<file path="src/logic/dcache_pkg.sv">
////////////////////////////////////////////////////////////
// L1 data cache definitions
// Geometry, address fields, access kinds and the structs
// passed between the data stage and its neighbours
////////////////////////////////////////////////////////////
package dcache_pkg;

	localparam int CACHE_LINE_BYTES = 16;
	localparam int CACHE_LINE_WORDS = CACHE_LINE_BYTES / 4;
	localparam int L1D_SETS = 16;
	localparam int DEFAULT_WAYS = 4;

	localparam int OFFSET_WIDTH = $clog2(CACHE_LINE_BYTES);
	localparam int SET_IDX_WIDTH = $clog2(L1D_SETS);
	localparam int TAG_WIDTH = 32 - SET_IDX_WIDTH - OFFSET_WIDTH;

	typedef logic [31:0] scalar_t;
	typedef logic [CACHE_LINE_BYTES * 8 - 1:0] cache_line_data_t;
	typedef logic [CACHE_LINE_WORDS - 1:0] lane_mask_t;
	typedef logic [CACHE_LINE_BYTES - 1:0] byte_mask_t;
	typedef logic [TAG_WIDTH - 1:0] l1d_tag_t;
	typedef logic [SET_IDX_WIDTH - 1:0] l1d_set_idx_t;
	typedef logic [1:0] thread_idx_t;

	typedef enum logic [1:0] {MEM_B, MEM_S, MEM_L, MEM_BLOCK} mem_access_t;

	typedef struct packed {l1d_tag_t tag; l1d_set_idx_t set_idx;
		logic [OFFSET_WIDTH - 1:0] offset;} l1d_addr_t;

	// Lane i carries line word i
	typedef struct packed {scalar_t lane3; scalar_t lane2; scalar_t lane1;
		scalar_t lane0;} vector_t;

	typedef struct packed {logic is_load; mem_access_t access; thread_idx_t thread_idx;
		l1d_addr_t addr; lane_mask_t lane_mask; vector_t store_value;} dcache_request_t;

	// Way index is wide so the way count can change
	typedef struct packed {logic [7:0] way; l1d_set_idx_t set_idx;
		cache_line_data_t data;} l1d_fill_t;

	typedef struct packed {scalar_t addr; thread_idx_t thread_idx;} miss_request_t;

	typedef struct packed {scalar_t addr; byte_mask_t byte_mask; cache_line_data_t data;
		thread_idx_t thread_idx;} store_request_t;

	typedef struct packed {thread_idx_t thread_idx; cache_line_data_t load_data;
		logic rollback; logic access_fault;} dcache_response_t;

endpackage

</file>
<file path="src/logic/store_align.sv">
////////////////////////////////////////////////////////////
// Store alignment
// Byte mask, line-positioned store data and the
// misalignment check for each access kind
////////////////////////////////////////////////////////////
`timescale 1ns/10ps

module store_align(
	input dcache_pkg::dcache_request_t    req,
	output dcache_pkg::byte_mask_t        byte_mask,
	output dcache_pkg::cache_line_data_t  store_data,
	output logic                          unaligned);

	localparam int WORDS = dcache_pkg::CACHE_LINE_WORDS;
	localparam int BYTES = dcache_pkg::CACHE_LINE_BYTES;

	dcache_pkg::scalar_t [WORDS - 1:0] lanes;
	dcache_pkg::scalar_t [WORDS - 1:0] swapped;
	dcache_pkg::cache_line_data_t block_data;
	dcache_pkg::lane_mask_t word_mask;
	logic [3:0] word_byte_mask;

	assign lanes = req.store_value;

	// Little-endian scalars, offset 0 is the top byte of the line
	genvar w;
	genvar b;
	generate
		for (w = 0; w < WORDS; w++)
		begin : swap_gen
			assign swapped[w] = {lanes[w][7:0], lanes[w][15:8], lanes[w][23:16],
				lanes[w][31:24]};
			assign block_data[BYTES * 8 - 1 - 32 * w -: 32] = swapped[w];

			for (b = 0; b < 4; b++)
			begin : mask_gen
				assign byte_mask[BYTES - 1 - (4 * w + b)] = word_mask[w] & word_byte_mask[b];
			end
		end
	endgenerate

	// Word select, scalars use the offset word
	always_comb
	begin
		word_mask = '0;
		if (req.access == dcache_pkg::MEM_BLOCK)
			word_mask = req.lane_mask;
		else
			word_mask[req.addr.offset[3:2]] = 1'b1;
	end

	// Bit b of word_byte_mask is byte b of the word in address order
	always_comb
	begin
		case (req.access)
			dcache_pkg::MEM_B:
			begin
				word_byte_mask = 4'b0001 << req.addr.offset[1:0];
				store_data = {BYTES{lanes[0][7:0]}};
			end

			dcache_pkg::MEM_S:
			begin
				word_byte_mask = req.addr.offset[1] ? 4'b1100 : 4'b0011;
				store_data = {BYTES / 2{lanes[0][7:0], lanes[0][15:8]}};
			end

			dcache_pkg::MEM_L:
			begin
				word_byte_mask = 4'b1111;
				store_data = {WORDS{swapped[0]}};
			end

			default:
			begin
				word_byte_mask = 4'b1111;
				store_data = block_data;
			end
		endcase
	end

	always_comb
	begin
		case (req.access)
			dcache_pkg::MEM_S: unaligned = req.addr.offset[0];
			dcache_pkg::MEM_L: unaligned = |req.addr.offset[1:0];
			dcache_pkg::MEM_BLOCK: unaligned = |req.addr.offset;
			default: unaligned = 1'b0;
		endcase
	end

endmodule

</file>
<file path="config.mk">
export PLATFORM = sky130hd
export DESIGN_NAME = store_align
export DESIGN_NICKNAME = d
export VERILOG_FILES = /design/src/logic/dcache_pkg.sv /design/src/logic/store_align.sv
export SDC_FILE = /design/constraint.sdc
export NUM_CORES = 1
export LEC_CHECK = 0
export BUFFER_PORTS_ARGS = -buffer_cell sky130_fd_sc_hd__buf_2
export CORE_AREA = 4 4 119 121
export DETAILED_ROUTE_END_ITERATION = 6
export DIE_AREA = 0 0 123 125
export GPL_ROUTABILITY_DRIVEN = 1
export MAX_ROUTING_LAYER = met4
export PLACE_DENSITY = 0.62
export SLEW_MARGIN = 20
export SYNTH_ARGS = -nofsm -noshare
export SYNTH_HDL_FRONTEND = slang
export SYNTH_SLANG_ARGS = --single-unit
</file>
<file path="constraint.sdc">
create_clock -name vclk -period 1.25
set_input_delay 0 -clock vclk [all_inputs]
set_output_delay 0 -clock vclk [all_outputs]
set_load 0.02 [all_outputs]
</file>
==> metrics.md <==
| Metric | Value |
|---|---|
| Drt wl/cell | 14.6 µm |
| Iter 0 DRT Violations | 116 |
| Area of the mapped netlist | between 0.002 and 0.0025 mm² |
| First-pass GRT wire length | 17000 µm |
| GP Congestion | 0.808 |
| Post-route ant nets | 0 |
| WL met1 | roughly 4700 µm |
| Clock buffer count in the final layout | 0 |
| Largest family of logic cells by synthesized area | compound AO/OA/AOI/OAI gates |
| Critical path type | input pin to output port |
| Hold EP | store_data[126] |
| Hold Startpoint | req[6] |
| Fin. Hold Viols | 0 |
| Global-route total usage across every layer | 0.139 |
| Slew Viols, Final | 0 |
| DRC | 0 |
| Synth Instances | 350 |
| WP data required | 1.25 ns |
| PnR worst setup slack | 0.0960 ns |
| Leakage power | 2.06 nW |
| Net Switching | between 1 and 1.5 mW |
| Hpwl dp | 10100 µm |
| Final setup vio count | 0 |
| DRT Pass-1 Iters | 4 |
| Rows | 42 |
| Worst setup EP type | output port |
| I/O Buffers | 283 |
| Synth top cells by count | 119 x a21oi_1, 78 x nand2_1, 24 x mux2_2, 24 x nor2_1, 19 x buf_4 |
| Io pins | 314 |
| Setup Fix Bufs, Post-CTS | 0 |
| Worst Path Arrival | 1.15 ns |
| Initial antenna violation count | 0 |
| Sum of negative setup slack | 0 ns |
| Total number of vias | 3570 |
| Fraction of the mapped netlist area in simple logic gates | 0.259 |
| Die H | 125 µm |
| Nets@finish | 801 |
| Top layer in use | met4 |
| P&R area growth vs syn | 75.8% |
| Part of the cycle the worst path needs | 0.923 |
| Critical Path Start Type | input pin |
| PD cells | around 530 mW/mm² |
| Placed Instances | 806 |
| Max-Cap Viols | 0 |
| Switching Fraction | 0.615 |
| Status | finished clean |
| Synth warn | 0 |
| Min Tclk post-route | 1.15 ns |
| Largest net degree at the start of global routing | 31 |
| Syn Nets | about 520 |
| Synth top area cells | a21oi_1 27%, nand2_1 14%, mux2_2 12%, a211oi_2 9.2%, buf_4 6.6% |
| Detail Route met2 WL | 6020 µm |
| Post-Place Setup Slack | ~0.0097 ns |
| Antenna fix cells | 0 |
| Placeable Area | 0.0131 mm² |
| CP max FO | 18 |
| Synthesized area per cell | between 6 and 7 µm² |
| Effective utilization at floorplan | 0.166 |
| Top cell type's share of synthesized area | 0.275 |
| Mux contribution to synthesized area | 0.144 |
| Final Instance Count excl. Fillers | 806 |
| Peak supply drop | 193 µV |
| Vias in the first global route | 3189 |
| Adder-cell share of the synthesized area | 0 |
| Post-Route WL | 11700 µm |
| Die X-Extent | 123 µm |
| Vias per inst | 4.43 |
| Die area | 0.0154 mm² |
| Int Power | 0.782 mW |
| Flip-flop and latch area | 0 µm² |
| Worst Tran Pin Value | 0.377 ns |
| Reg power frac | 0 |
| Hold Path Stages | 2 |
| Compound-Gate Fraction of Synth Area | 0.453 |
| Seq cells | 0 |
| Post-synth top area cell | a21oi_1 |
| Most common cell in the netlist | a21oi_1 |
| Seq/Total Area, Yosys | 0 |
| Comb power frac | 1.000 |
| Layout cell share with drive strength beyond 1 | 0.586 |
| Clk network pwr share | 0 |
| Max Fclk | 867 MHz |
| RSZ-0062 raised after global routing | false |
| Routed wl met3 | 936 µm |
| XOR/XNOR Fraction of Synth Area | 0 |
| Total congestion overflow | 0 |
| Slew HR | 0.748 |
| Synth unique cells | 28 |
| Min-delay worst type | input pin to output port |
## area by class of cell
type / instances / area [µm²]
Multi-Input combinational cell: 312 / 1880
Tap cell: 176 / 220
Fill cell: 1482 / 9270
Inverter: 2 / 7.51
Timing Repair Buffer: 316 / 1700
## worst max-delay path by stage
stage               slack [ns]      from  depth (start not counted)            end
floorplan                 0.34  req[166]                          5  store_data[0]
global placement          0.05  req[167]                          6   byte_mask[8]
detailed placement        0.01  req[167]                          6   byte_mask[0]
CTS                       0.01  req[167]                          6   byte_mask[0]
global route             0.009  req[167]                          6   byte_mask[4]
finish                     0.1  req[167]                          6  byte_mask[12]
## metal layers
layer | vias up | global-route usage
li1 | 1801 | -
met1 | 1594 | 0.166
met2 | 169 | 0.261
met3 | 6 | 0.0104
met4 | 0 | 0.0111
met5 | - | -
## placed cells by master, fill, tap and decap left out, drive strengths merged, types with 2 or more instances in the layout
master	count
a21oi	121
nand2	79
a211oi	16
mux2i	3
a21boi	7
a21o	8
nor2	25
mux2	24
buf	316
inv	2
o21a	3
nor2b	18
## critical path: stages
cell and delay, ns:
buf_6 0.16, buf_4 0.18, nand2_4 0.24, mux2i_2 0.33
nor2_1 0.07, buf_2 0.16
## repair_timing
item / CTS / global route
gates resized for setup: 0 / 5
hold endpoints to repair: 0 / 0
hold buffers: 0 / 0
setup endpoints to repair: 0 / 16
## power by group through the flow
stage	Clock, mW	Sequential, mW	Combinational, mW
floorplan	0	0	1.25
global placement	0	0	2.03
detailed placement	0	0	2.03
CTS	0	0	2.04
global route	0	0	2.20
finish	0	0	2.03
## cells by family after synthesis
kind of cell           count (synthesis)
multiplexers                          27
AO/OA/AOI/OAI                        159
buffers and inverters                 38
AND/OR/NAND/NOR                      126
## stage by stage
stage / hold slack (ns) / utilization / cell area [µm²] / total power [mW]
after floorplan: 0.113 / - / 2170 / 1.25
final: 0.288 / 0.291 / 3810 / 2.03
after global placement: 0.293 / 0.289 / 3780 / 2.03
after CTS: 0.295 / 0.289 / 3780 / 2.04
after detailed placement: 0.295 / 0.289 / 3780 / 2.03
after global routing: 0.300 / 0.291 / 3810 / 2.20
No activity file was read; power rests on OpenSTA's default activity.
