--- src/logic/dcache_pkg.sv ---
////////////////////////////////////////////////////////////
// L1 data cache definitions
// Geometry, address fields, access kinds and the structs
// passed between the data stage and its neighbours
////////////////////////////////////////////////////////////
package dcache_pkg;

	localparam int CACHE_LINE_BYTES = 16;
	localparam int CACHE_LINE_WORDS = CACHE_LINE_BYTES / 4;
	localparam int L1D_SETS = 16;
	localparam int DEFAULT_WAYS = 4;

	localparam int OFFSET_WIDTH = $clog2(CACHE_LINE_BYTES);
	localparam int SET_IDX_WIDTH = $clog2(L1D_SETS);
	localparam int TAG_WIDTH = 32 - SET_IDX_WIDTH - OFFSET_WIDTH;

	typedef logic [31:0] scalar_t;
	typedef logic [CACHE_LINE_BYTES * 8 - 1:0] cache_line_data_t;
	typedef logic [CACHE_LINE_WORDS - 1:0] lane_mask_t;
	typedef logic [CACHE_LINE_BYTES - 1:0] byte_mask_t;
	typedef logic [TAG_WIDTH - 1:0] l1d_tag_t;
	typedef logic [SET_IDX_WIDTH - 1:0] l1d_set_idx_t;
	typedef logic [1:0] thread_idx_t;

	typedef enum logic [1:0] {MEM_B, MEM_S, MEM_L, MEM_BLOCK} mem_access_t;

	typedef struct packed {l1d_tag_t tag; l1d_set_idx_t set_idx;
		logic [OFFSET_WIDTH - 1:0] offset;} l1d_addr_t;

	// Lane i carries line word i
	typedef struct packed {scalar_t lane3; scalar_t lane2; scalar_t lane1;
		scalar_t lane0;} vector_t;

	typedef struct packed {logic is_load; mem_access_t access; thread_idx_t thread_idx;
		l1d_addr_t addr; lane_mask_t lane_mask; vector_t store_value;} dcache_request_t;

	// Way index is wide so the way count can change
	typedef struct packed {logic [7:0] way; l1d_set_idx_t set_idx;
		cache_line_data_t data;} l1d_fill_t;

	typedef struct packed {scalar_t addr; thread_idx_t thread_idx;} miss_request_t;

	typedef struct packed {scalar_t addr; byte_mask_t byte_mask; cache_line_data_t data;
		thread_idx_t thread_idx;} store_request_t;

	typedef struct packed {thread_idx_t thread_idx; cache_line_data_t load_data;
		logic rollback; logic access_fault;} dcache_response_t;

endpackage

--- src/logic/access_resolve.sv ---
////////////////////////////////////////////////////////////
// Access resolve
// Miss, store and LRU requests plus the writeback response
////////////////////////////////////////////////////////////
`timescale 1ns/10ps

module access_resolve(
	input                                 clk,
	input                                 reset,
	input                                 req_valid,
	input dcache_pkg::dcache_request_t    req,
	input                                 hit,
	input [7:0]                           hit_way,
	input                                 unaligned,
	input dcache_pkg::byte_mask_t         byte_mask,
	input dcache_pkg::cache_line_data_t   store_data,
	input dcache_pkg::cache_line_data_t   load_data,
	output logic                          cache_miss,
	output dcache_pkg::miss_request_t     miss,
	output logic                          store_en,
	output dcache_pkg::store_request_t    store,
	output logic                          lru_update_en,
	output logic [7:0]                    lru_way,
	output logic                          resp_valid,
	output dcache_pkg::dcache_response_t  resp);

	dcache_pkg::thread_idx_t resp_thread;
	logic resp_rollback;
	logic resp_fault;
	logic resp_load_hit;

	assign cache_miss = req_valid && req.is_load && !hit && !unaligned;
	assign miss.addr = {req.addr.tag, req.addr.set_idx, {dcache_pkg::OFFSET_WIDTH{1'b0}}};
	assign miss.thread_idx = req.thread_idx;

	// An empty block mask writes nothing
	assign store_en = req_valid && !req.is_load && !unaligned && |byte_mask;
	assign store = '{addr: req.addr, byte_mask: byte_mask, data: store_data,
		thread_idx: req.thread_idx};

	assign lru_update_en = req_valid && hit && !unaligned;
	assign lru_way = hit_way;

	always_ff @(posedge clk, posedge reset)
	begin
		if (reset)
		begin
			resp_valid <= 1'b0;
			resp_thread <= '0;
			resp_rollback <= 1'b0;
			resp_fault <= 1'b0;
			resp_load_hit <= 1'b0;
		end
		else
		begin
			resp_valid <= req_valid;
			resp_thread <= req.thread_idx;
			resp_rollback <= req_valid && req.is_load && !hit;
			resp_fault <= req_valid && unaligned;
			resp_load_hit <= req_valid && req.is_load && hit;
		end
	end

	// Array output lines up with the registered flags
	assign resp = '{thread_idx: resp_thread, load_data: resp_load_hit ? load_data : '0,
		rollback: resp_rollback, access_fault: resp_fault};

	// Scalar stores write one, two or four bytes
	scalar_mask_a: assert property (@(posedge clk) disable iff (reset)
		store_en && req.access != dcache_pkg::MEM_BLOCK
		|-> $countones(byte_mask) inside {1, 2, 4})
		else $error("scalar store with a malformed byte mask");

endmodule

--- config.mk ---
export PLATFORM = sky130hd
export DESIGN_NAME = access_resolve
export DESIGN_NICKNAME = d
export VERILOG_FILES = /design/src/logic/dcache_pkg.sv /design/src/logic/access_resolve.sv
export SDC_FILE = /design/constraint.sdc
export NUM_CORES = 1
export LEC_CHECK = 0
export BUFFER_PORTS_ARGS = -buffer_cell sky130_fd_sc_hd__buf_2
export CORE_AREA = 2 2 314 316
export CTS_BUF_LIST = sky130_fd_sc_hd__clkbuf_4
export CTS_CLUSTER_DIAMETER = 120
export DETAILED_ROUTE_END_ITERATION = 6
export DIE_AREA = 0 0 316 318
export SLEW_MARGIN = 15
export SYNTH_ARGS = -nofsm -noshare
export SYNTH_HDL_FRONTEND = slang
export SYNTH_SLANG_ARGS = --single-unit
--- constraint.sdc ---
create_clock -name clk -period 0.8 [get_ports clk]
set_input_delay 0 -clock clk [delete_from_list [all_inputs] [get_ports clk]]
set_output_delay 0 -clock clk [all_outputs]
set_load 0.02 [all_outputs]
==> run metrics <==
result of the run=finished with violations; failing checks=negative setup slack; initial core utilization=2.85%; Port Buffer Count=307; post-synthesis adder-cell area fraction=0%; WL final=36500 um; cell type with the highest aggregate area in the netlist=sky130_fd_sc_hd__buf_4; Layout Cell Area excl Fill=0.00571 mm^2; simple-gate share of the synthesized area=31.7%; Period Utilization, post-route=179%; power density relative to cell area=444 mW/mm^2; Worst setup EP type=primary output; post-synthesis area per instance=7.23 um^2; initial antenna violation count=29; largest net degree at the start of global routing=33; count of state elements after synthesis=6; mux share of post-synthesis cell area=0%; compound-gate portion of the synthesized area=0%; dominant combinational cell family by area after synthesis=buffers and inverters; ANT nets after route=0; die width=316 um; area overhead of the layout relative to synthesis=106%; clock tree from TritonCTS=yes; maximum resistive drop on vdd=0.000169 V; final core occ=5.86%; unique cell type count in the Yosys netlist=14; count of nets after finishing=944; fraction of final layout cells sized beyond drive strength 1=95.1%; dominant cells by area after synthesis=sky130_fd_sc_hd__buf_4 60%, sky130_fd_sc_hd__and2_1 29%, sky130_fd_sc_hd__dfrtp_1 5.4%; via count of the first global-routing pass=2959; most used flip-flop cell after synthesis=sky130_fd_sc_hd__dfrtp_1; last element of the critical path=resp[13]; post-synthesis instance area=0.00278 mm^2; endpoints failing setup=129; first-pass GRT wire length=40500 um; count of vias placed by the detailed router=3022; Initial DRC Count=26; DIE HEIGHT=318 um; share of the yosys chip area belonging to registers=5.41%; critical setup path kind=reg2out; total count of hold-check failures in the final report=0; area of the die=0.100 mm^2; count of max-cap constraint violations=0; number of optimization iterations in the first detailed-route pass=3; CTS H-Tree Depth=1; number of placed instances, taps included=1762; f_max=699 MHz; number of clock buffers inserted by TritonCTS=3; RSZ-0062 raised after global routing=yes; xor and xnor fraction of the mapped netlist area=0%; Tightest Hold Check Type=in2out; CTS sink count=6; post-route worst setup slack=-630 ps; Power Total=0.00253 W; worst-case clock buffer depth=2; wire per inst=20.4 um; Post-synth top cells=222 x sky130_fd_sc_hd__buf_4, 129 x sky130_fd_sc_hd__and2_1, 12 x sky130_fd_sc_hd__clkbuf_2; Yosys warning total=0; Synth async-reset ratio=100%; number of remaining DRC errors=0; cell with the most instances after synthesis=sky130_fd_sc_hd__buf_4; worst setup path startpoint=resp_load_hit$_DFF_PP0_; data arrival time of the critical path=1430 ps; global placement routability congestion=0.646; Congestion Overflow GR=0; total placed instance area=0.00467 mm^2; Via-to-Cell Ratio=1.69; startpoint type of the worst setup path=register; min Tclk post-route=1430 ps; GRT Total Usage=6.71%; final non-filler cell total=1788; synthesized instance count=384; Root Driver=sky130_fd_sc_hd__clkbuf_4; CP Max Fanout=32; endpoint required time on the critical path=800 ps; count of standard-cell rows=115; clock slew seen by the registers of the worst setup and hold paths=60 ps; Final Slew Violations=0; dpl hpwl=33200 um; static power due to leakage=2.42 nW; number of synthesized flops with an enable pin=0; Core Area=0.0974 mm^2; post-synth top area share=60.1%; Top Ports=810
==> kinds of logic after synthesis <==
logic type / Yosys count
flops: 6
buf+inv: 237
simple gates: 140
other cells: 1
==> where the power goes <==
part           total (W)  switching, W  internal, W  leakage (nW)
Clock           0.000361      0.000136     0.000225        0.0185
Combinational    0.00184      0.000876     0.000968          2.33
Sequential      0.000329    0.00000960     0.000319        0.0730
==> final cells by class <==
| cell class | count | area (um^2) |
|---|---|---|
| Antenna cell | 12 | 30.0 |
| Clock buffer | 4 | 30.0 |
| Fill cell | 11430 | 91700 |
| Inverter | 1 | 3.75 |
| Multi-Input combinational cell | 144 | 1260 |
| Sequential cell | 6 | 154 |
| Tap cell | 1287 | 1610 |
| Timing Repair Buffer | 334 | 2620 |
==> flip-flops by register name, indices dropped and copies added, names as in the netlist <==
name	flops
resp_thread	2
resp_load_hit	1
resp_valid	1
resp_fault	1
resp_rollback	1
==> critical path: stages (launching register included) <==
cell                      delay [ps]
sky130_fd_sc_hd__dfrtp_4         510
sky130_fd_sc_hd__buf_16          180
sky130_fd_sc_hd__buf_12          170
sky130_fd_sc_hd__and2_4          140
sky130_fd_sc_hd__buf_2           160
==> layout by cell type, fill, tap and decap left out, drive strengths merged <==
cell | synthesis | final
and2 | 129 | 129
clkbuf | 12 | 6
diode | 0 | 12
dlygate4sd3 | 0 | 2
nor4bb | 2 | 2
inv | 1 | 1
nor4 | 4 | 4
nand2 | 1 | 1
and3 | 1 | 1
dfrtp | 6 | 6
buf | 224 | 330
nor2 | 1 | 1
conb | 1 | 4
and3b | 1 | 1
nand4 | 1 | 1
==> per-stage QoR <==
step                setup TNS, ps  setup slack [ps]  hold WS, ps
finish                     -75420              -630      0.00887
global route               -82020              -684       0.0336
CTS                        -80070              -665        0.137
detailed placement         -40410              -403        -65.1
global placement           -37950              -385        -58.4
floorplan                   -4180             -38.5         -209
==> worst min path at each step <==
stage               cells past startpoint                      end            start  slack (ps)
floorplan                               1     resp_fault$_DFF_PP0_            reset        -210
global placement                        2  resp_load_hit$_DFF_PP0_            reset         -60
detailed placement                      2  resp_load_hit$_DFF_PP0_            reset         -70
CTS                                     0               lru_way[3]       hit_way[3]         0.1
global route                            0                 miss[31]         req[161]        0.03
finish                                  0               store[109]  store_data[107]       0.009
==> metal layers <==
layer  share of wire, %  GRT usage (%)  vias up
li1                   -              -     1160
met1                 21           3.85     1218
met2                 43           10.5      552
met3                 33           9.83       82
met4                3.7           2.52       10
met5               0.19              0        -
==> repair_timing <==
item                                    4_1_cts  5_1_grt
gates resized for setup                     181       44
buffers inserted                              1        0
pin swaps                                     4        3
endpoints found under the hold margin         7        0
endpoints found under the setup margin      131      132
gates cloned                                  7        2
hold buffers                                  2        0
Note: power is estimated with default switching activity, not from simulation.
