$ cat src/logic/dcache_pkg.sv
////////////////////////////////////////////////////////////
// L1 data cache definitions
// Geometry, address fields, access kinds and the structs
// passed between the data stage and its neighbours
////////////////////////////////////////////////////////////
package dcache_pkg;

	localparam int CACHE_LINE_BYTES = 16;
	localparam int CACHE_LINE_WORDS = CACHE_LINE_BYTES / 4;
	localparam int L1D_SETS = 16;
	localparam int DEFAULT_WAYS = 4;

	localparam int OFFSET_WIDTH = $clog2(CACHE_LINE_BYTES);
	localparam int SET_IDX_WIDTH = $clog2(L1D_SETS);
	localparam int TAG_WIDTH = 32 - SET_IDX_WIDTH - OFFSET_WIDTH;

	typedef logic [31:0] scalar_t;
	typedef logic [CACHE_LINE_BYTES * 8 - 1:0] cache_line_data_t;
	typedef logic [CACHE_LINE_WORDS - 1:0] lane_mask_t;
	typedef logic [CACHE_LINE_BYTES - 1:0] byte_mask_t;
	typedef logic [TAG_WIDTH - 1:0] l1d_tag_t;
	typedef logic [SET_IDX_WIDTH - 1:0] l1d_set_idx_t;
	typedef logic [1:0] thread_idx_t;

	typedef enum logic [1:0] {MEM_B, MEM_S, MEM_L, MEM_BLOCK} mem_access_t;

	typedef struct packed {l1d_tag_t tag; l1d_set_idx_t set_idx;
		logic [OFFSET_WIDTH - 1:0] offset;} l1d_addr_t;

	// Lane i carries line word i
	typedef struct packed {scalar_t lane3; scalar_t lane2; scalar_t lane1;
		scalar_t lane0;} vector_t;

	typedef struct packed {logic is_load; mem_access_t access; thread_idx_t thread_idx;
		l1d_addr_t addr; lane_mask_t lane_mask; vector_t store_value;} dcache_request_t;

	// Way index is wide so the way count can change
	typedef struct packed {logic [7:0] way; l1d_set_idx_t set_idx;
		cache_line_data_t data;} l1d_fill_t;

	typedef struct packed {scalar_t addr; thread_idx_t thread_idx;} miss_request_t;

	typedef struct packed {scalar_t addr; byte_mask_t byte_mask; cache_line_data_t data;
		thread_idx_t thread_idx;} store_request_t;

	typedef struct packed {thread_idx_t thread_idx; cache_line_data_t load_data;
		logic rollback; logic access_fault;} dcache_response_t;

endpackage

$ cat src/logic/way_hit_check.sv
////////////////////////////////////////////////////////////
// Way hit check
// Matches the request tag against every valid way
////////////////////////////////////////////////////////////
`timescale 1ns/10ps

module way_hit_check #(
	parameter int NUM_WAYS = 4
)(
	input                               req_valid,
	input dcache_pkg::dcache_request_t  req,
	input [NUM_WAYS - 1:0]              way_valid,
	input dcache_pkg::l1d_tag_t         way_tag[NUM_WAYS],
	output logic                        hit,
	output logic [7:0]                  hit_way,
	output logic                        read_en);

	logic [NUM_WAYS - 1:0] hit_oh;

	genvar way_idx;
	generate
		for (way_idx = 0; way_idx < NUM_WAYS; way_idx++)
		begin : tag_cmp_gen
			assign hit_oh[way_idx] = way_valid[way_idx]
				&& way_tag[way_idx] == req.addr.tag;
		end
	endgenerate

	// One-hot to index, relies on at most one way hitting
	always_comb
	begin
		hit_way = '0;
		for (int i = 0; i < NUM_WAYS; i++)
		begin
			if (hit_oh[i])
				hit_way = 8'(i);
		end
	end

	assign hit = |hit_oh;

	// Only a load hit needs the line from the data array
	assign read_en = req_valid && req.is_load && hit;

	// The tag stage must never hold the same line in two ways
	hit_onehot_a: assert final (!req_valid || $onehot0(hit_oh))
		else $error("line present in more than one way");

endmodule

$ cat config.mk
export PLATFORM = sky130hd
export DESIGN_NAME = way_hit_check
export DESIGN_NICKNAME = d
export VERILOG_FILES = /design/src/logic/dcache_pkg.sv /design/src/logic/way_hit_check.sv
export SDC_FILE = /design/constraint.sdc
export NUM_CORES = 1
export LEC_CHECK = 0
export BUFFER_PORTS_ARGS = -buffer_cell sky130_fd_sc_hd__buf_2
export CORE_AREA = 10 10 101 103
export DETAILED_ROUTE_END_ITERATION = 12
export DIE_AREA = 0 0 111 113
export SLEW_MARGIN = 15
export SYNTH_ARGS = -nofsm -noshare
export SYNTH_HDL_FRONTEND = slang
export SYNTH_SLANG_ARGS = --single-unit
$ cat constraint.sdc
create_clock -name vclk -period 2.8
set_input_delay 0.84 -clock vclk [all_inputs]
set_output_delay 0.84 -clock vclk [all_outputs]
set_load 0.01 [all_outputs]
==> flow_summary.yaml, run 1 <==
die:
  die_h_um: 113
  ioPinCount: 280
  initial_core_util: 0.148
  num_rows: 33
  fp.dieW_um: 111
  core-area_mm2: 0.00813
  die_area_mm2: 0.0125
pwr:
  peakVddDrop_v: 0.0000532
  p_leak_uw: 0.00123
  powerDensity_mw_per_mm2: 147
  power_uw: 364
timing:
  period_needed_ns: 3.13
  final_max_slew_viol_count: 0
  rsz0062_at_grt: "true"
  hold_slack_ns: 2.02
  hold_viol: 0
  finalCritPeriodShare: 1.12
  fmax_mhz: 320
  setup_viol: 4
  fin_ws_ns: -0.327
synth:
  yosys.area.top_type_share: 0.365
  avgSynthCellArea_um2: 8.16
  ys_top_cells_by_area: "xnor2_1 (36%), xor2_1 (32%), nand4_1 (7.8%)"
  synth_mux_area_frac: 0
  yosysWarnings: 0
  synth_top_cell_by_area: "xnor2_1"
  synth-compound-area-share: 0.0177
  synth_cell_types: 15
  synthXorXnorAreaFrac: 0.713
  syn-instance-count: 147
  synthSimpleGateAreaFrac: 0.210
  synth_fa_ha_area_frac: 0
  yosysSeqAreaShare: 0
  synth_top_family_by_area: "XOR/XNOR gates"
  synth.cell_area_mm2: 0.00120
global_route:
  met1_usage: 0.136
  grtUsageTotal: 0.107
  antenna_found_initial: 0
  use_met3: 0.0365
  grt_pass1_vias: 1926
  grt_max_degree: 5
  grt_pass1_wl_mm: 10.7
  gr-usage-met2: 0.182
  top_usage_layer: "met2"
  overflow: 0
final_layout:
  layout.nets: 577
  clockBufferCount: 0
  syn2layout_area_growth_pct: 107
  ff_latch_area_um2: 0
  design_area_mm2: 0.00248
  nFlopsAndLatches: 0
  antenna_cells: 0
  multiInputGateArea_mm2: 0.00138
  drive_gt1_frac: 0.636
  fillers: 860
hold_path:
  hold_path_class: "in -> out"
clock_network:
  ctsHoldBuffers: 0
drt:
  drt-initial-drc-count: 70
  finalWirelength_mm: 7.24
  routedWlPerCell_um: 17.7
  via_count: 1626
  drt_first_pass_iters: 4
  detail-route-antenna-nets: 0
  drc: 0
  avgViaCountPerCell: 3.97
placement:
  dp_hpwl_mm: 6.65
  place_area_mm2: 0.00214
  place_congestion: 0.778
  io_buffers: 130
status:
  status: "complete, but fails checks"
  violations: "setup timing"
critical_path:
  worstSetupPathType: "in -> out"
  crit_required_ns: 1.96
  crit_path_end_kind: "output pin"
  startpoint_type: "input port"
  crit_path_max_fanout: 3
  arrival_ns: 2.29
flow_run:
  cap_viol_max_count: 0
Yosys cell counts:
| cell | n |
|---|---|
| nor3_1 | 4 |
| buf_6 | 2 |
| a41oi_2 | 1 |
| nand4_2 | 2 |
| and4_1 | 1 |
| buf_4 | 6 |
| nor4_2 | 1 |
| nand4_1 | 15 |
| xnor2_1 | 50 |
| o21ai_1 | 1 |
| xor2_1 | 44 |
| nand2_1 | 6 |
| xnor2_2 | 2 |
| nor4_1 | 11 |
| conb_1 | 1 |
final timing paths:
kind	start	endpoint	slack [ns]	cells past startpoint
worst min-delay path	req[168]	read_en	2.02	4
worst max-delay path	req[140]	read_en	-0.33	8
cells by family after synthesis:
| kind of cell | after synthesis |
|---|---|
| buffers and inverters | 8 |
| AND/OR/NAND/NOR | 40 |
| AO/OA/AOI/OAI | 2 |
| XOR/XNOR | 96 |
| other | 1 |
placed cells by master (no fill, tap or decap):
| cell type | synthesis | routed |
|---|---|---|
| a41oi_2 | 1 | 1 |
| and4_1 | 1 | 1 |
| buf_12 | 0 | 1 |
| buf_2 | 0 | 114 |
| buf_4 | 6 | 35 |
| buf_6 | 2 | 7 |
| buf_8 | 0 | 2 |
| clkbuf_4 | 0 | 2 |
| conb_1 | 1 | 6 |
| nand2_1 | 6 | 5 |
| nand2_2 | 0 | 1 |
| nand4_1 | 15 | 15 |
| nand4_2 | 2 | 2 |
| nor3_1 | 4 | 4 |
| nor4_1 | 11 | 7 |
| nor4_2 | 1 | 4 |
| nor4_4 | 0 | 1 |
| o21ai_1 | 1 | 1 |
| xnor2_1 | 50 | 28 |
| xnor2_2 | 2 | 22 |
| xnor2_4 | 0 | 2 |
| xor2_1 | 44 | 44 |
where the power goes:
group	internal, uW	switching, uW
Combinational	206	158
Sequential	0	0
Clock	0	0
per-stage QoR:
step                      setup WS [ns]  std cells  setup TNS (ns)  utilization
final                            -0.327        410           -1.13        0.305
after global routing             -0.477        410           -1.65        0.305
after CTS                        -0.366        408           -1.13        0.285
after detailed placement         -0.756        407           -2.33        0.263
after global placement           -0.760        407           -2.34        0.263
after floorplan                  0.0632        152               0            -
critical path, cell delays in order:
cell and delay [ns]:
buf_4 0.14, xnor2_2 0.14, nand4_1 0.24, nor4_4 0.26
buf_4 0.16, nand4_1 0.12, a41oi_2 0.22, buf_2 0.16
metal layers:
metal	share of wire	wire [um]
met3	0.095	688
met1	0.44	3170
met4	0	0
met2	0.47	3390
met5	0	0
area by class of cell:
cell class | count | area share
multi-input cells | 144 | 0.554
repair buffers | 161 | 0.393
well taps | 105 | 0.0529
what timing repair did:
item,4_1_cts,5_1_grt
endpoints found under the setup margin,4,4
pin swaps,27,11
gates resized for setup,32,27
setup buffers,1,2
(Power assumes the default switching activity.)
==> inputs of run 2 (changes only) <==
==> constraint.sdc (replaced) <==
create_clock -name vclk -period 3.5
set_input_delay 1.05 -clock vclk [all_inputs]
set_output_delay 1.05 -clock vclk [all_outputs]
set_load 0.01 [all_outputs]
==> flow_summary.yaml, run 2 (synthesis gave the netlist of run 1 again) <==
critical_path:
  crit_path_max_fanout: 4
  arrival_ns: 2.48
  slowest_stage: "nor3_1"
  crit_path_end_kind: "output pin"
  crit_buf_inv: 3
  crit_required_ns: 2.45
  cp_slowest_stage_delay_ns: 0.33
  path_cells: "buf_2 -> buf_4 -> xor2_1 -> nor3_1 -> nand4_1 -> a41oi_2 -> buf_2"
  critical_path.top_delay_family: "simple AND/OR/NAND/NOR gates"
  path_common_cell: "buf_2"
  path_depth: 7
  worstSetupPathType: "in -> out"
  cp-endpoint: "read_en"
  startpoint_type: "input port"
  startpoint: "req[144]"
timing:
  fmax_mhz: 284
  period_needed_ns: 3.53
  hold_viol: 0
  rsz0062_at_grt: "true"
  finalCritPeriodShare: 1.01
  fin_ws_ns: -0.0267
  setup_viol: 1
  final_max_slew_viol_count: 0
  fin_tns_setup_ns: -0.0267
die:
  initial_core_util: 0.148
  num_rows: 33
  die_area_mm2: 0.0125
  core-area_mm2: 0.00813
  die_h_um: 113
  ioPinCount: 280
  fp.dieW_um: 111
final_layout:
  drive_gt1_frac: 0.628
  mostFrequentLayoutCells: "buf_2 (120), xor2_1 (44), xnor2_1 (29)"
  design_area_mm2: 0.00239
  ff_latch_area_um2: 0
  layout.nets: 570
  fillers: 878
  layoutNonFillerInstCount: 403
  syn2layout_area_growth_pct: 99.0
  layout_commonest_cell: "buf_2"
  multiInputGateArea_mm2: 0.00137
  antenna_cells: 0
  nFlopsAndLatches: 0
  clockBufferCount: 0
drt:
  detail-route-antenna-nets: 0
  drc: 0
  drt-initial-drc-count: 59
  drt_first_pass_iters: 4
  routedWlPerCell_um: 17.6
  avgViaCountPerCell: 3.97
  via_count: 1600
  finalWirelength_mm: 7.08
global_route:
  grtUsageTotal: 0.103
  top_usage_layer: "met2"
  overflow: 0
  gr-usage-met2: 0.176
  grt_max_degree: 5
  met1_usage: 0.134
  use_met3: 0.0296
  grt_pass1_wl_mm: 10.4
  antenna_found_initial: 0
  grt_pass1_vias: 1872
pwr:
  power_uw: 280
  p_clk_frac: 0
  power_switching_uw: 124
  p_int_uw: 156
  netSwitchingFraction: 0.443
  peakVddDrop_v: 0.0000493
  powerDensity_mw_per_mm2: 117
  p_leak_uw: 0.00118
  combPwrFrac: 1.000
  pwr-share-seq: 0
placement:
  dp.cells: 403
  dp_hpwl_mm: 6.59
  place_area_mm2: 0.00211
  io_buffers: 130
  place_congestion: 0.792
hold_path:
  hold_path_class: "in -> out"
  whs_path_depth: 4
flow_run:
  cap_viol_max_count: 0
status:
  status: "complete, but fails checks"
  violations: "setup timing"
run 2: cell types whose count changed in the layout (fill, tap and decap cells not counted), sizes merged:
cell / change
clkbuf: -2
buf: -5
run 2: metrics by stage:
stage	hold slack (ns)	utilization	setup slack [ns]
CTS	2.43	0.281	-0.0648
floorplan	2.20	-	0.343
finish	2.43	0.293	-0.0267
global placement	2.44	0.260	-0.482
detailed placement	2.43	0.260	-0.484
global route	2.44	0.293	-0.131
run 2: worst min-delay path by stage:
stage	from	slack, ns	end
after CTS	req[168]	2.43	read_en
after global routing	req[168]	2.44	read_en
final	req[168]	2.43	read_en
after floorplan	req[168]	2.20	read_en
after global placement	req[168]	2.44	read_en
after detailed placement	req[168]	2.43	read_en
run 2: what timing repair did:
item,in CTS,in global routing
hold buffers,0,0
endpoints found under the hold margin,0,0
endpoints found under the setup margin,4,4
buffers inserted,0,0
gates resized for setup,31,19
pin swaps,21,14
run 2: power by group through the flow:
stage	Clock [uW]	Combinational [uW]	Sequential [uW]
floorplan	0	110	0
global route	0	306	0
detailed placement	0	246	0
finish	0	280	0
global placement	0	241	0
CTS	0	270	0
run 2: final cells by class:
cell class,count,share of cell area
repair buffers,154,0.373
multi-input cells,144,0.572
well taps,105,0.0550
run 2: per-layer routing:
metal | vias to the layer above | wire length, um
met5 | - | 0
met4 | 0 | 32
met3 | 4 | 579
met2 | 97 | 3190
met1 | 699 | 3270
li1 | 800 | -
==> inputs of run 3 (changes only) <==
--- a/config.mk
+++ b/config.mk
@@ -6,9 +6,9 @@
 export NUM_CORES = 1
 export LEC_CHECK = 0
 export BUFFER_PORTS_ARGS = -buffer_cell sky130_fd_sc_hd__buf_2
-export CORE_AREA = 10 10 101 103
+export CORE_AREA = 10 10 99 101
 export DETAILED_ROUTE_END_ITERATION = 12
-export DIE_AREA = 0 0 111 113
+export DIE_AREA = 0 0 109 111
 export SLEW_MARGIN = 15
 export SYNTH_ARGS = -nofsm -noshare
 export SYNTH_HDL_FRONTEND = slang
==> constraint.sdc (replaced) <==
create_clock -name vclk -period 3.1
set_input_delay 0.93 -clock vclk [all_inputs]
set_output_delay 0.93 -clock vclk [all_outputs]
set_load 0.01 [all_outputs]
==> flow_summary.yaml, run 3 (synthesis gave the netlist of run 1 again) <==
die:
  initial_core_util: 0.151
  num_rows: 33
  fp.dieW_um: 109
  ioPinCount: 280
  core-area_mm2: 0.00797
  die_area_mm2: 0.0121
  die_h_um: 111
drt:
  drc: 0
  routedWlPerCell_um: 17.6
  detail-route-antenna-nets: 0
  via_count: 1600
  drt-initial-drc-count: 40
  finalWirelength_mm: 7.30
  drt_first_pass_iters: 4
  avgViaCountPerCell: 3.86
final_layout:
  fillers: 882
  syn2layout_area_growth_pct: 104
  design_area_mm2: 0.00244
  layout_commonest_cell: "buf_2"
  nFlopsAndLatches: 0
  multiInputGateArea_mm2: 0.00131
  layout.nets: 580
  ff_latch_area_um2: 0
  mostFrequentLayoutCells: "buf_2 (119), xor2_1 (44), xnor2_1 (34)"
  clockBufferCount: 0
  drive_gt1_frac: 0.620
critical_path:
  startpoint_type: "input port"
  slowest_stage: "nor4_1"
  path_cells: "buf_2 -> buf_4 -> xor2_1 -> nor4_1 -> buf_4 -> nand4_2 -> a41oi_2 -> buf_2"
  cp_slowest_stage_delay_ns: 0.29
  worstSetupPathType: "in -> out"
  crit_path_max_fanout: 4
  crit_required_ns: 2.17
  arrival_ns: 2.34
  crit_path_end_kind: "output pin"
global_route:
  grt_pass1_wl_mm: 10.4
  grt_max_degree: 5
  grt_pass1_vias: 1878
  overflow: 0
  antenna_found_initial: 2
  grtUsageTotal: 0.113
timing:
  final_max_slew_viol_count: 0
  hold_viol: 0
  hold_slack_ns: 2.21
  setup_viol: 4
  period_needed_ns: 3.27
  fin_ws_ns: -0.166
  rsz0062_at_grt: "true"
  finalCritPeriodShare: 1.05
  fmax_mhz: 306
placement:
  io_buffers: 130
  place_congestion: 0.847
  place_area_mm2: 0.00216
  dp_hpwl_mm: 6.80
pwr:
  powerDensity_mw_per_mm2: 132
  power_uw: 323
  peakVddDrop_v: 0.0000455
  p_leak_uw: 0.00120
status:
  violations: "setup timing"
  status: "complete, but fails checks"
hold_path:
  hold_path_class: "in -> out"
clock_network:
  ctsHoldBuffers: 0
flow_run:
  cap_viol_max_count: 0
[run 3: cell count changes in the layout (fill, tap and decap cells not counted), moves of 4 or more]
cell and change:
buf_6 +6, xnor2_1 +5, buf_4 +4, xnor2_2 -5
[run 3: timing repair]
| item | CTS | global route |
|---|---|---|
| setup endpoints to repair | 4 | 4 |
| gates resized for setup | 36 | 15 |
| setup buffers | 0 | 4 |
| pin swaps | 19 | 17 |
[run 3: path summary, 6_finish.rpt]
check	from	slack [ns]	end	cells after the start
setup / recovery	req[157]	-0.17	read_en	8
hold / removal	req[168]	2.21	read_en	4
[run 3: where the power goes]
| part | switching [uW] | leakage, uW | internal (uW) |
|---|---|---|---|
| clock | 0 | 0.00000000634 | 0.0000432 |
| sequential | 0 | 0 | 0 |
| combinational | 139 | 0.00120 | 183 |
| total | 139 | 0.00120 | 183 |
[run 3: cell type report]
type                            count  area share
Tap cell                          105      0.0537
Antenna cell                        1     0.00102
Timing Repair Buffer              164       0.408
Multi-Input combinational cell    144       0.537
[run 3: per-stage QoR]
step | TNS (ns) | std cells | utilization | setup WS (ns)
6_report | -0.390 | 414 | 0.307 | -0.166
5_1_grt | -0.875 | 413 | 0.306 | -0.295
4_1_cts | -0.567 | 409 | 0.294 | -0.208
3_5_place_dp | -1.32 | 409 | 0.271 | -0.420
3_3_place_gp | -1.24 | 409 | 0.271 | -0.397
2_1_floorplan | 0 | 152 | - | 0.183
[run 3: routing by layer]
metal  track usage  wire length (um)
met5             0                13
met4             0                 1
met2         0.181              3190
met1         0.143              3090
met3        0.0500               998
[run 3: worst max-delay path, delay by kind of cell]
family                 cells  cell delay (ns)
AO/OA/AOI/OAI              1             0.20
AND/OR/NAND/NOR            2             0.43
buffers and inverters      4             0.62
XOR/XNOR                   1             0.16
